`config.mk`:
```
export PLATFORM = sky130hd
export DESIGN_NAME = qla_regs_top
export DESIGN_NICKNAME = d
export VERILOG_FILES = /design/src/common/qla_pkg.sv /design/src/verilog/qla_regs_top.sv /design/src/motor/dac_update.sv /design/src/motor/motor_channel.sv /design/src/verilog/write_bus_stage.sv /design/src/verilog/rt_block_writer.sv /design/src/verilog/axil_host_port.sv
export SDC_FILE = /design/constraint.sdc
export NUM_CORES = 1
export LEC_CHECK = 0
export BUFFER_PORTS_ARGS = -buffer_cell sky130_fd_sc_hd__buf_2
export CAP_MARGIN = 20
export CELL_PAD_IN_SITES_DETAIL_PLACEMENT = 1
export CELL_PAD_IN_SITES_GLOBAL_PLACEMENT = 1
export CORE_MARGIN = 2
export CORE_UTILIZATION = 45
export DETAILED_ROUTE_END_ITERATION = 16
export PLACE_DENSITY = 0.81
export SLEW_MARGIN = 10
export SYNTH_ARGS = -nofsm -noshare
export SYNTH_HDL_FRONTEND = slang
export SYNTH_SLANG_ARGS = --single-unit
export TNS_END_PERCENT = 1
```
`constraint.sdc`:
```
create_clock -name sysclk -period 3.94 [get_ports sysclk]
set_input_delay 0.197 -clock sysclk [delete_from_list [all_inputs] [get_ports sysclk]]
set_output_delay 0.197 -clock sysclk [all_outputs]
set_load 0.01 [all_outputs]
```
`src/common/qla_pkg.sv`:
```
`default_nettype none

package qla_pkg;

    // ------------------------------
    // register bus geometry
    // ------------------------------
    localparam int addr_w   = 16;  // host register address
    localparam int data_w   = 32;  // host register data
    localparam int cur_w    = 16;  // commanded current
    localparam int num_chan = 4;   // motor axes on the board
    localparam int fld_w    = 4;   // space, channel and offset fields

    // address space, bits 15:12
    localparam logic [fld_w-1:0] addr_main = 4'd0;

    // offsets within a channel, bits 3:0
    localparam logic [fld_w-1:0] off_status   = 4'd0;  // chan 0 only
    localparam logic [fld_w-1:0] off_dac_ctrl = 4'd1;  // chan 0 here means dac update
    localparam logic [fld_w-1:0] off_amp_ctrl = 4'd2;  // enable in bit 0

    // ------------------------------
    // quad dac frame
    // ------------------------------
    localparam logic [3:0] dac_cmd     = 4'd3;                  // write and update
    localparam int         dac_frame_w = 24;                    // cmd, index, current
    localparam int         dac_cnt_w   = $clog2(dac_frame_w);   // bit counter

    // address field helpers
    function automatic logic [fld_w-1:0] addr_space(input logic [addr_w-1:0] a);
        return a[addr_w-1 -: fld_w];
    endfunction

    function automatic logic [fld_w-1:0] addr_chan(input logic [addr_w-1:0] a);
        return a[2*fld_w-1 -: fld_w];
    endfunction

    function automatic logic [fld_w-1:0] addr_off(input logic [addr_w-1:0] a);
        return a[fld_w-1:0];
    endfunction

    // main-space address of a channel register
    function automatic logic [addr_w-1:0] make_addr(input logic [fld_w-1:0] chan,
                                                    input logic [fld_w-1:0] off);
        return {addr_main, {(addr_w-3*fld_w){1'b0}}, chan, off};
    endfunction

endpackage

`default_nettype wire
```
`src/verilog/qla_regs_top.sv`:
```
`default_nettype none

module qla_regs_top import qla_pkg::*; (
    input  wire                 sysclk,
    input  wire                 rst_n,
    input  wire [3:0]           wenid,            // rotary switch
    // axi4-lite host port
    input  wire [addr_w-1:0]    s_awaddr,
    input  wire                 s_awvalid,
    output logic                s_awready,
    input  wire [data_w-1:0]    s_wdata,
    input  wire [3:0]           s_wstrb,
    input  wire                 s_wvalid,
    output logic                s_wready,
    output logic                s_bvalid,
    output logic [1:0]          s_bresp,
    input  wire                 s_bready,
    input  wire [addr_w-1:0]    s_araddr,
    input  wire                 s_arvalid,
    output logic                s_arready,
    output logic                s_rvalid,
    output logic [data_w-1:0]   s_rdata,
    output logic [1:0]          s_rresp,
    input  wire                 s_rready,
    // real-time block
    input  wire                 rt_wen,
    input  wire [3:0]           rt_waddr,
    input  wire [cur_w-1:0]     rt_wdata,
    // board pins
    output logic [num_chan-1:0] amp_disable_pin,
    output logic                dac_sclk,
    output logic                dac_mosi,
    output logic                dac_csn
);

    // ------------------------------
    // write bus sources and result
    // ------------------------------
    logic                      h_wen;
    logic [addr_w-1:0]         h_waddr;
    logic [data_w-1:0]         h_wdata;
    logic                      h_blk;
    logic                      b_wen;
    logic [addr_w-1:0]         b_waddr;
    logic [data_w-1:0]         b_wdata;
    logic                      b_blk;
    logic                      rt_active;    // 1 -> block writer drives the bus
    logic                      reg_wen;
    logic [addr_w-1:0]         reg_waddr;
    logic [data_w-1:0]         reg_wdata;
    logic                      blk_wen;      // dac update request
    logic [num_chan*cur_w-1:0] cur_cmd_all;  // chan 1 in the low bits
    logic [num_chan-1:0]       amp_en_all;
    logic                      dac_busy;

    axil_host_port i_host (
        .sysclk, .rst_n,
        .s_awaddr, .s_awvalid, .s_awready, .s_wdata, .s_wstrb, .s_wvalid, .s_wready,
        .s_bvalid, .s_bresp, .s_bready,
        .s_araddr, .s_arvalid, .s_arready, .s_rvalid, .s_rdata, .s_rresp, .s_rready,
        .wenid, .rt_active, .cur_cmd_all, .amp_en_all, .dac_busy,
        .h_wen, .h_waddr, .h_wdata, .h_blk
    );

    rt_block_writer i_rt_write (
        .sysclk, .rst_n, .rt_wen, .rt_waddr, .rt_wdata,
        .rt_active, .b_wen, .b_waddr, .b_wdata, .b_blk
    );

    write_bus_stage i_wbus (
        .sysclk, .rst_n, .rt_active,
        .h_wen, .h_waddr, .h_wdata, .h_blk,
        .b_wen, .b_waddr, .b_wdata, .b_blk,
        .reg_wen, .reg_waddr, .reg_wdata, .blk_wen
    );

    // one register set per axis
    generate
        for (genvar k = 1; k <= num_chan; k++) begin : g_chan
            motor_channel #(.CHANNEL(k)) i_motor (
                .sysclk, .rst_n, .reg_wen, .reg_waddr, .reg_wdata,
                .cur_cmd         (cur_cmd_all[(k-1)*cur_w +: cur_w]),
                .amp_en          (amp_en_all[k-1]),
                .amp_disable_pin (amp_disable_pin[k-1])
            );
        end
    endgenerate

    dac_update i_dac (
        .sysclk, .rst_n, .blk_wen, .cur_cmd_all,
        .dac_busy, .dac_sclk, .dac_mosi, .dac_csn
    );

endmodule

`default_nettype wire

```
`src/motor/dac_update.sv`:
```
`default_nettype none

module dac_update import qla_pkg::*; (
    input  wire                      sysclk,
    input  wire                      rst_n,
    input  wire                      blk_wen,      // update request beat
    input  wire [num_chan*cur_w-1:0] cur_cmd_all,
    output logic                     dac_busy,
    output logic                     dac_sclk,     // sysclk / 2
    output logic                     dac_mosi,
    output logic                     dac_csn
);

    logic                      pending;    // request not yet served
    logic                      start;
    logic [num_chan*cur_w-1:0] snap;       // currents at start
    logic [dac_frame_w-1:0]    shreg;
    logic [dac_cnt_w-1:0]      bit_cnt;
    logic [1:0]                frame_idx;
    logic [1:0]                next_idx;

    // command, channel index, current
    function automatic logic [dac_frame_w-1:0] make_frame(input logic [1:0]       idx,
                                                          input logic [cur_w-1:0] cur);
        return {dac_cmd, 2'b00, idx, cur};
    endfunction

    assign start    = pending & ~dac_busy;
    assign next_idx = frame_idx + 2'd1;
    assign dac_mosi = shreg[dac_frame_w-1];  // msb first

    // a request during a transfer waits for the next one
    always_ff @(posedge sysclk or negedge rst_n) begin
        if (!rst_n) begin
            pending <= 1'b0;
        end else begin
            pending <= blk_wen | (pending & ~start);
        end
    end

    // ------------------------------
    // frame shifter
    // ------------------------------
    always_ff @(posedge sysclk or negedge rst_n) begin
        if (!rst_n) begin
            dac_busy  <= 1'b0;
            dac_csn   <= 1'b1;
            dac_sclk  <= 1'b0;
            shreg     <= '0;
            bit_cnt   <= '0;
            frame_idx <= '0;
        end else if (start) begin
            dac_busy  <= 1'b1;
            dac_csn   <= 1'b0;
            dac_sclk  <= 1'b0;
            shreg     <= make_frame(2'd0, cur_cmd_all[cur_w-1:0]);
            bit_cnt   <= '0;
            frame_idx <= '0;
        end else if (dac_busy && !dac_csn) begin
            dac_sclk <= ~dac_sclk;
            if (dac_sclk) begin                   // falling sclk, next bit out
                shreg   <= shreg << 1;
                bit_cnt <= bit_cnt + 1'b1;
                if (bit_cnt == dac_cnt_w'(dac_frame_w - 1)) begin
                    dac_csn <= 1'b1;              // frame done
                end
            end
        end else if (dac_busy) begin
            // one cycle with csn high between frames
            if (frame_idx == 2'(num_chan - 1)) begin
                dac_busy <= 1'b0;
            end else begin
                frame_idx <= next_idx;
                dac_csn   <= 1'b0;
                bit_cnt   <= '0;
                shreg     <= make_frame(next_idx, snap[next_idx*cur_w +: cur_w]);
            end
        end
    end

    always_ff @(posedge sysclk) begin
        if (start) begin
            snap <= cur_cmd_all;  // frames 2..4 come from here
        end
    end

endmodule

`default_nettype wire

```
`src/motor/motor_channel.sv`:
```
`default_nettype none

module motor_channel import qla_pkg::*; #(
    parameter int CHANNEL = 1  // axis number, 1..num_chan
) (
    input  wire               sysclk,
    input  wire               rst_n,
    input  wire               reg_wen,
    input  wire [addr_w-1:0]  reg_waddr,
    input  wire [data_w-1:0]  reg_wdata,
    output logic [cur_w-1:0]  cur_cmd,          // commanded current
    output logic              amp_en,           // host enable
    output logic              amp_disable_pin   // active high to the amplifier
);

    logic chan_hit;
    logic wr_cur;
    logic wr_amp;

    // ------------------------------
    // write decode
    // ------------------------------
    assign chan_hit = reg_wen && addr_space(reg_waddr) == addr_main
                      && addr_chan(reg_waddr) == fld_w'(CHANNEL);
    assign wr_cur = chan_hit && addr_off(reg_waddr) == off_dac_ctrl;
    assign wr_amp = chan_hit && addr_off(reg_waddr) == off_amp_ctrl;

    always_ff @(posedge sysclk or negedge rst_n) begin
        if (!rst_n) begin
            cur_cmd <= '0;
            amp_en  <= 1'b0;
        end else begin
            if (wr_cur) begin
                cur_cmd <= reg_wdata[cur_w-1:0];  // low half only
            end
            if (wr_amp) begin
                amp_en <= reg_wdata[0];
            end
        end
    end

    // pin is the registered inverse, amps off out of reset
    always_ff @(posedge sysclk or negedge rst_n) begin
        if (!rst_n) begin
            amp_disable_pin <= 1'b1;
        end else begin
            amp_disable_pin <= ~amp_en;
        end
    end

endmodule

`default_nettype wire

```
`src/verilog/write_bus_stage.sv`:
```
`default_nettype none

module write_bus_stage import qla_pkg::*; (
    input  wire               sysclk,
    input  wire               rst_n,
    input  wire               rt_active,  // 1 -> block writer drives
    // host beat
    input  wire               h_wen,
    input  wire [addr_w-1:0]  h_waddr,
    input  wire [data_w-1:0]  h_wdata,
    input  wire               h_blk,
    // block writer beat
    input  wire               b_wen,
    input  wire [addr_w-1:0]  b_waddr,
    input  wire [data_w-1:0]  b_wdata,
    input  wire               b_blk,
    // shared write bus
    output logic              reg_wen,
    output logic [addr_w-1:0] reg_waddr,
    output logic [data_w-1:0] reg_wdata,
    output logic              blk_wen
);

    // ------------------------------
    // source select and register
    // ------------------------------
    always_ff @(posedge sysclk or negedge rst_n) begin
        if (!rst_n) begin
            reg_wen <= 1'b0;
            blk_wen <= 1'b0;
        end else begin
            reg_wen <= rt_active ? b_wen : h_wen;
            blk_wen <= rt_active ? b_blk : h_blk;
        end
    end

    // address and data follow the same select
    always_ff @(posedge sysclk) begin
        reg_waddr <= rt_active ? b_waddr : h_waddr;
        reg_wdata <= rt_active ? b_wdata : h_wdata;
    end

endmodule

`default_nettype wire

```
`src/verilog/rt_block_writer.sv`:
```
`default_nettype none

module rt_block_writer import qla_pkg::*; (
    input  wire               sysclk,
    input  wire               rst_n,
    input  wire               rt_wen,     // one word per strobe
    input  wire [3:0]         rt_waddr,   // index 0..3 = chan 1..4
    input  wire [cur_w-1:0]   rt_wdata,
    output logic              rt_active,  // replay owns the write bus
    output logic              b_wen,
    output logic [addr_w-1:0] b_waddr,
    output logic [data_w-1:0] b_wdata,
    output logic              b_blk
);

    logic [cur_w-1:0] blk_buf [num_chan];  // one current per axis
    logic [1:0]       slot;                // replay position
    logic             blk_last;            // strobe of the last word

    assign blk_last = rt_wen && rt_waddr == 4'(num_chan - 1);

    // block buffer, out-of-range indexes dropped
    always_ff @(posedge sysclk) begin
        if (rt_wen && rt_waddr < num_chan) begin
            blk_buf[rt_waddr[1:0]] <= rt_wdata;
        end
    end

    // ------------------------------
    // replay counter
    // ------------------------------
    always_ff @(posedge sysclk or negedge rst_n) begin
        if (!rst_n) begin
            rt_active <= 1'b0;
            slot      <= '0;
        end else if (blk_last) begin
            rt_active <= 1'b1;  // a newer block restarts the replay
            slot      <= '0;
        end else if (rt_active) begin
            slot <= slot + 2'd1;
            if (slot == 2'(num_chan - 1)) begin
                rt_active <= 1'b0;
            end
        end
    end

    // one current write per cycle, chan 1 first
    assign b_wen   = rt_active;
    assign b_waddr = make_addr({2'b00, slot} + 4'd1, off_dac_ctrl);
    assign b_wdata = data_w'(blk_buf[slot]);
    assign b_blk   = rt_active && slot == 2'(num_chan - 1);  // last beat asks for dac update

endmodule

`default_nettype wire

```
`src/verilog/axil_host_port.sv`:
```
`default_nettype none

module axil_host_port import qla_pkg::*; (
    input  wire                      sysclk,
    input  wire                      rst_n,
    // axi4-lite write
    input  wire [addr_w-1:0]         s_awaddr,
    input  wire                      s_awvalid,
    output logic                     s_awready,
    input  wire [data_w-1:0]         s_wdata,
    input  wire [3:0]                s_wstrb,
    input  wire                      s_wvalid,
    output logic                     s_wready,
    output logic                     s_bvalid,
    output logic [1:0]               s_bresp,
    input  wire                      s_bready,
    // axi4-lite read
    input  wire [addr_w-1:0]         s_araddr,
    input  wire                      s_arvalid,
    output logic                     s_arready,
    output logic                     s_rvalid,
    output logic [data_w-1:0]        s_rdata,
    output logic [1:0]               s_rresp,
    input  wire                      s_rready,
    // board state for readback
    input  wire [3:0]                wenid,        // rotary switch
    input  wire                      rt_active,    // block writer owns the bus
    input  wire [num_chan*cur_w-1:0] cur_cmd_all,
    input  wire [num_chan-1:0]       amp_en_all,
    input  wire                      dac_busy,
    // host side of the write bus
    output logic                     h_wen,
    output logic [addr_w-1:0]        h_waddr,
    output logic [data_w-1:0]        h_wdata,
    output logic                     h_blk
);

    logic              wr_accept;
    logic              rd_accept;
    logic              rd_main;
    logic [fld_w-1:0]  rd_chan;
    logic [fld_w-1:0]  rd_off;
    logic [1:0]        rd_idx;
    logic [data_w-1:0] rd_word;

    // ------------------------------
    // write channel
    // ------------------------------
    assign wr_accept = s_awvalid & s_wvalid & ~s_bvalid & ~rt_active;  // aw and w together
    assign s_awready = wr_accept;
    assign s_wready  = wr_accept;
    assign s_bresp   = 2'b00;  // always okay

    // beat goes straight to the write-bus stage
    assign h_wen   = wr_accept & (|s_wstrb);  // empty strobe is acked, no register change
    assign h_waddr = s_awaddr;
    assign h_wdata = s_wdata;
    assign h_blk   = h_wen && addr_space(s_awaddr) == addr_main
                     && addr_chan(s_awaddr) == '0 && addr_off(s_awaddr) == off_dac_ctrl;

    always_ff @(posedge sysclk or negedge rst_n) begin
        if (!rst_n) begin
            s_bvalid <= 1'b0;
        end else if (wr_accept) begin
            s_bvalid <= 1'b1;
        end else if (s_bready) begin
            s_bvalid <= 1'b0;  // held until master takes it
        end
    end

    // ------------------------------
    // read channel
    // ------------------------------
    assign s_arready = ~s_rvalid;  // one read in flight
    assign rd_accept = s_arvalid & s_arready;
    assign s_rresp   = 2'b00;

    assign rd_main = addr_space(s_araddr) == addr_main;
    assign rd_chan = addr_chan(s_araddr);
    assign rd_off  = addr_off(s_araddr);
    assign rd_idx  = rd_chan[1:0] - 2'd1;  // chan 1..4 -> slot 0..3

    // channel-number read select
    always_comb begin
        rd_word = '0;
        if (rd_main && rd_chan == '0 && rd_off == off_status) begin
            rd_word[3:0] = ~wenid;     // board id
            rd_word[8]   = dac_busy;
        end else if (rd_main && rd_chan >= 1 && rd_chan <= num_chan) begin
            if (rd_off == off_dac_ctrl)
                rd_word[cur_w-1:0] = cur_cmd_all[rd_idx*cur_w +: cur_w];
            else if (rd_off == off_amp_ctrl)
                rd_word[0] = amp_en_all[rd_idx];
        end
    end

    always_ff @(posedge sysclk or negedge rst_n) begin
        if (!rst_n) begin
            s_rvalid <= 1'b0;
        end else if (rd_accept) begin
            s_rvalid <= 1'b1;
        end else if (s_rready) begin
            s_rvalid <= 1'b0;
        end
    end

    always_ff @(posedge sysclk) begin
        if (rd_accept) begin
            s_rdata <= rd_word;  // data valid with rvalid
        end
    end

endmodule

`default_nettype wire

```
==> qor.yml <==
numPortBuffers: 103
final.setup.tns_ns: 0
antenna_found_initial: 1
cts_resized: 0
clockPowerShare_pct: 40.1
ys_async_sr_fraction_pct: 39.9
gr-usage-all-layers_pct: 20.3
boundaryPins: 148
setup_viol: 0
post-place-cells: 1126
start_util_pct: 46.1
p_int_uw: 5440
ys_warn_count: 0
cts_made_buffers: 30
r2r-start: "i_dac.dac_busy$_DFFE_PN0P_"
status: "completed"
cts_htree_levels: 1
synth_edf_count: 144
pre_cts_ws_ns: 1.32
worstHoldStart: "s_wstrb[3]"
synth_top_family_by_area: "multiplexers"
critPathKind: "register to register"
crit_path_start_kind: "register"
drv_slew: 0
power_density_nw_per_um2: 510
final_layout_size_suffix_gt1_share_pct: 34.5
place_congestion: 0.762
fmax_mhz: 382
die_h_um: 165
synth_compound_area_share_pct: 3.40
cp-startpoint: "i_dac.dac_busy$_DFFE_PN0P_"
finalPower_uw: 7130
p_switching_uw: 1690
synth_largest_area_cell: "edfxtp_1"
hpwlAfterDp_um: 16300
clkTransAtPathRegs_ns: 0.06
finalCritPeriodShare_pct: 66.4
cts.sinks: 286
clock_latency_ns: 0.55
placementRows: 58
yosysMostFrequentCell: "edfxtp_1"
yosys-top-cells-area: "edfxtp_1, dfrtp_1, mux4_2"
path_max_fanout: 44
grt_pass1_vias: 7425
syn_to_final_growth_pct: 19.6
grt_overflow: 0
drc: 0
synth_area_per_cell_um2: 16.2
netlist_area_um2: 11700
nNetsFinal: 986
vias: 6720
hold_violations: 0
worst_slack_ns: 1.32
cap_viol_max_count: 0
ys_seq_elements: 286
clock_path_buffers: 3
grt_pass1_wl_um: 42200
fill_cells: 2348
synth-simple-area-share_pct: 7.06
die_width_um: 165
post-cts-setup-buffer-count: 0
cts_tree: "done"
synth_seq_area_share_pct: 66.3
end_kind: "register"
slew_headroom_pct: 30.6
route.detailed.wl_per_inst_um: 21.8
leakage_uw: 0.00571
grt_max_degree: 61
yosys.area.top_type_share_pct: 37.0
cp.arrival_ns: 3.02
synth-xor-area-share_pct: 0.0750
synthMuxAreaShare_pct: 19.0
viasPerCell: 5.44
ir_worst_vdd_v: 0.000362
combinationalPowerShare_pct: 10.4
hp-class: "input pin to register"
drtPass1Iterations: 5
power_frac_seq_pct: 49.5
finalNonFillerCells: 1236
drtIter0Drc: 333
cp_data_required_time_ns: 4.35
finalClockSkew_ns: 0.0123
ys_types: 52
wl_um: 26900
tightest_slew_ns: 1.04
die_area_um2: 27300
cts_root_buf: "clkbuf_16"
synthFlopType: "edfxtp_1"
swShare_pct: 23.7
synth_commonest_cells: "edfxtp_1, dfrtp_1, mux4_2"
yosys.area_share.adder_pct: 0.536
rsz0062_at_grt: "no"
cts-hold-fix-buffers: 53
syn_inst: 721
final_antenna_net_count: 0
core_area_um2: 25300
period_needed_ns: 2.62
==> kinds of logic (layout without fill, tap and decap cells) <==
kind of cell / count (synthesis) / count (layout)
other: 1 / 21
muxes: 136 / 136
buffers and inverters: 77 / 242
AOI/OAI and AO/OA: 60 / 60
xor gates and xnor gates: 1 / 1
and+or+nand+nor: 155 / 155
adders and majority gates: 5 / 5
DFF: 286 / 286
==> routing by layer <==
| metal | GRT usage (%) | share of wire [%] |
|---|---|---|
| met5 | 0 | 0 |
| met4 | 6.09 | 2.0 |
| met3 | 2.82 | 4.2 |
| met2 | 36.1 | 53 |
| met1 | 26.0 | 41 |
==> metrics by stage <==
step                util, %  area, um^2  hold WS (ns)
global route           55.2       14000         0.111
finish                 55.2       14000         0.103
CTS                    55.2       14000        0.0824
detailed placement     49.1       12400         0.244
floorplan                 -       11800       -0.0986
global placement       49.1       12400         0.235
==> final timing paths <==
kind | end | slack (ns) | cells past startpoint
setup / recovery | i_dac.shreg[16]$_DFFE_PN0P_ | 1.32 | 6
max in group asynchronous | i_dac.dac_csn$_DFFE_PN1P_ | 2.75 | 3
setup reg to reg | i_dac.shreg[16]$_DFFE_PN0P_ | 1.32 | 6
hold / removal | i_wbus.blk_wen$_DFF_PN0_ | 0.10 | 3
hold reg to reg | g_chan[2].i_motor.amp_disable_pin$_DFF_PN1_ | 0.41 | 1
min in group asynchronous | g_chan[4].i_motor.cur_cmd[9]$_DFFE_PN0P_ | 0.20 | 2
==> power groups by stage <==
stage / clock network [uW] / registers (uW) / logic (uW)
finish: 2860 / 3530 / 739
global route: 3030 / 3560 / 804
CTS: 2910 / 3530 / 741
detailed placement: 0 / 3580 / 690
global placement: 0 / 3570 / 671
floorplan: 0 / 3470 / 548
==> sequential cells by signal (all words and copies together) (netlist names), 2 cells and up <==
register                        count
g_chan.i_motor.cur_cmd             64
g_chan.i_motor.amp_disable_pin      4
i_wbus.reg_waddr                   12
i_host.s_rdata                     16
i_dac.shreg                        24
i_wbus.reg_wdata                   16
i_dac.frame_idx                     2
g_chan.i_motor.amp_en               4
i_dac.snap                         64
i_dac.bit_cnt                       5
i_rt_write.slot                     2
i_rt_write.blk_buf                 64
==> cell usage in the layout (no fill, tap or decap), drive strengths merged, types with 2 or more instances in the layout <==
cell type | netlist | layout
edfxtp | 144 | 144
buf | 41 | 115
dfrtp | 109 | 109
mux2 | 84 | 84
dlygate4sd3 | 0 | 53
nand2 | 49 | 49
mux4 | 48 | 48
clkbuf | 18 | 41
nor2 | 33 | 33
dfxtp | 28 | 28
nor2b | 22 | 22
conb | 1 | 20
inv | 18 | 19
a31oi | 18 | 18
a22oi | 15 | 15
o21ai | 11 | 11
nor3 | 10 | 10
clkinv | 0 | 9
nand3 | 8 | 8
nand2b | 6 | 6
ha | 5 | 5
dfstp | 5 | 5
nor3b | 5 | 5
mux2i | 4 | 4
o22ai | 4 | 4
nor4b | 3 | 3
or3 | 3 | 3
a21o | 3 | 3
bufinv | 0 | 3
or4b | 3 | 3
nor4 | 2 | 2
nand4 | 2 | 2
and3b | 2 | 2
or2 | 2 | 2
a21oi | 2 | 2
clkinvlp | 0 | 2
or4 | 2 | 2
==> area by class of cell <==
cell class                 instances  area, um^2  area share (%)
antenna                            1        2.50          0.0179
clock buffer                      41         855            6.12
clock inverter                    15         151            1.08
inverter                          18        67.6           0.484
multi-input combinational        377        3600            25.8
sequential                       286        7740            55.4
tap                              330         413            2.96
timing repair buffer             168        1140            8.15
==> critical path: stages (launching register included) <==
cell and delay (ns):
dfrtp_1 0.48, inv_1 0.12, nand2_1 0.11, inv_2 0.42, a31o_2 0.83, nor2_1 0.09, a2111oi_0 0.43
(Power assumes the default switching activity.)
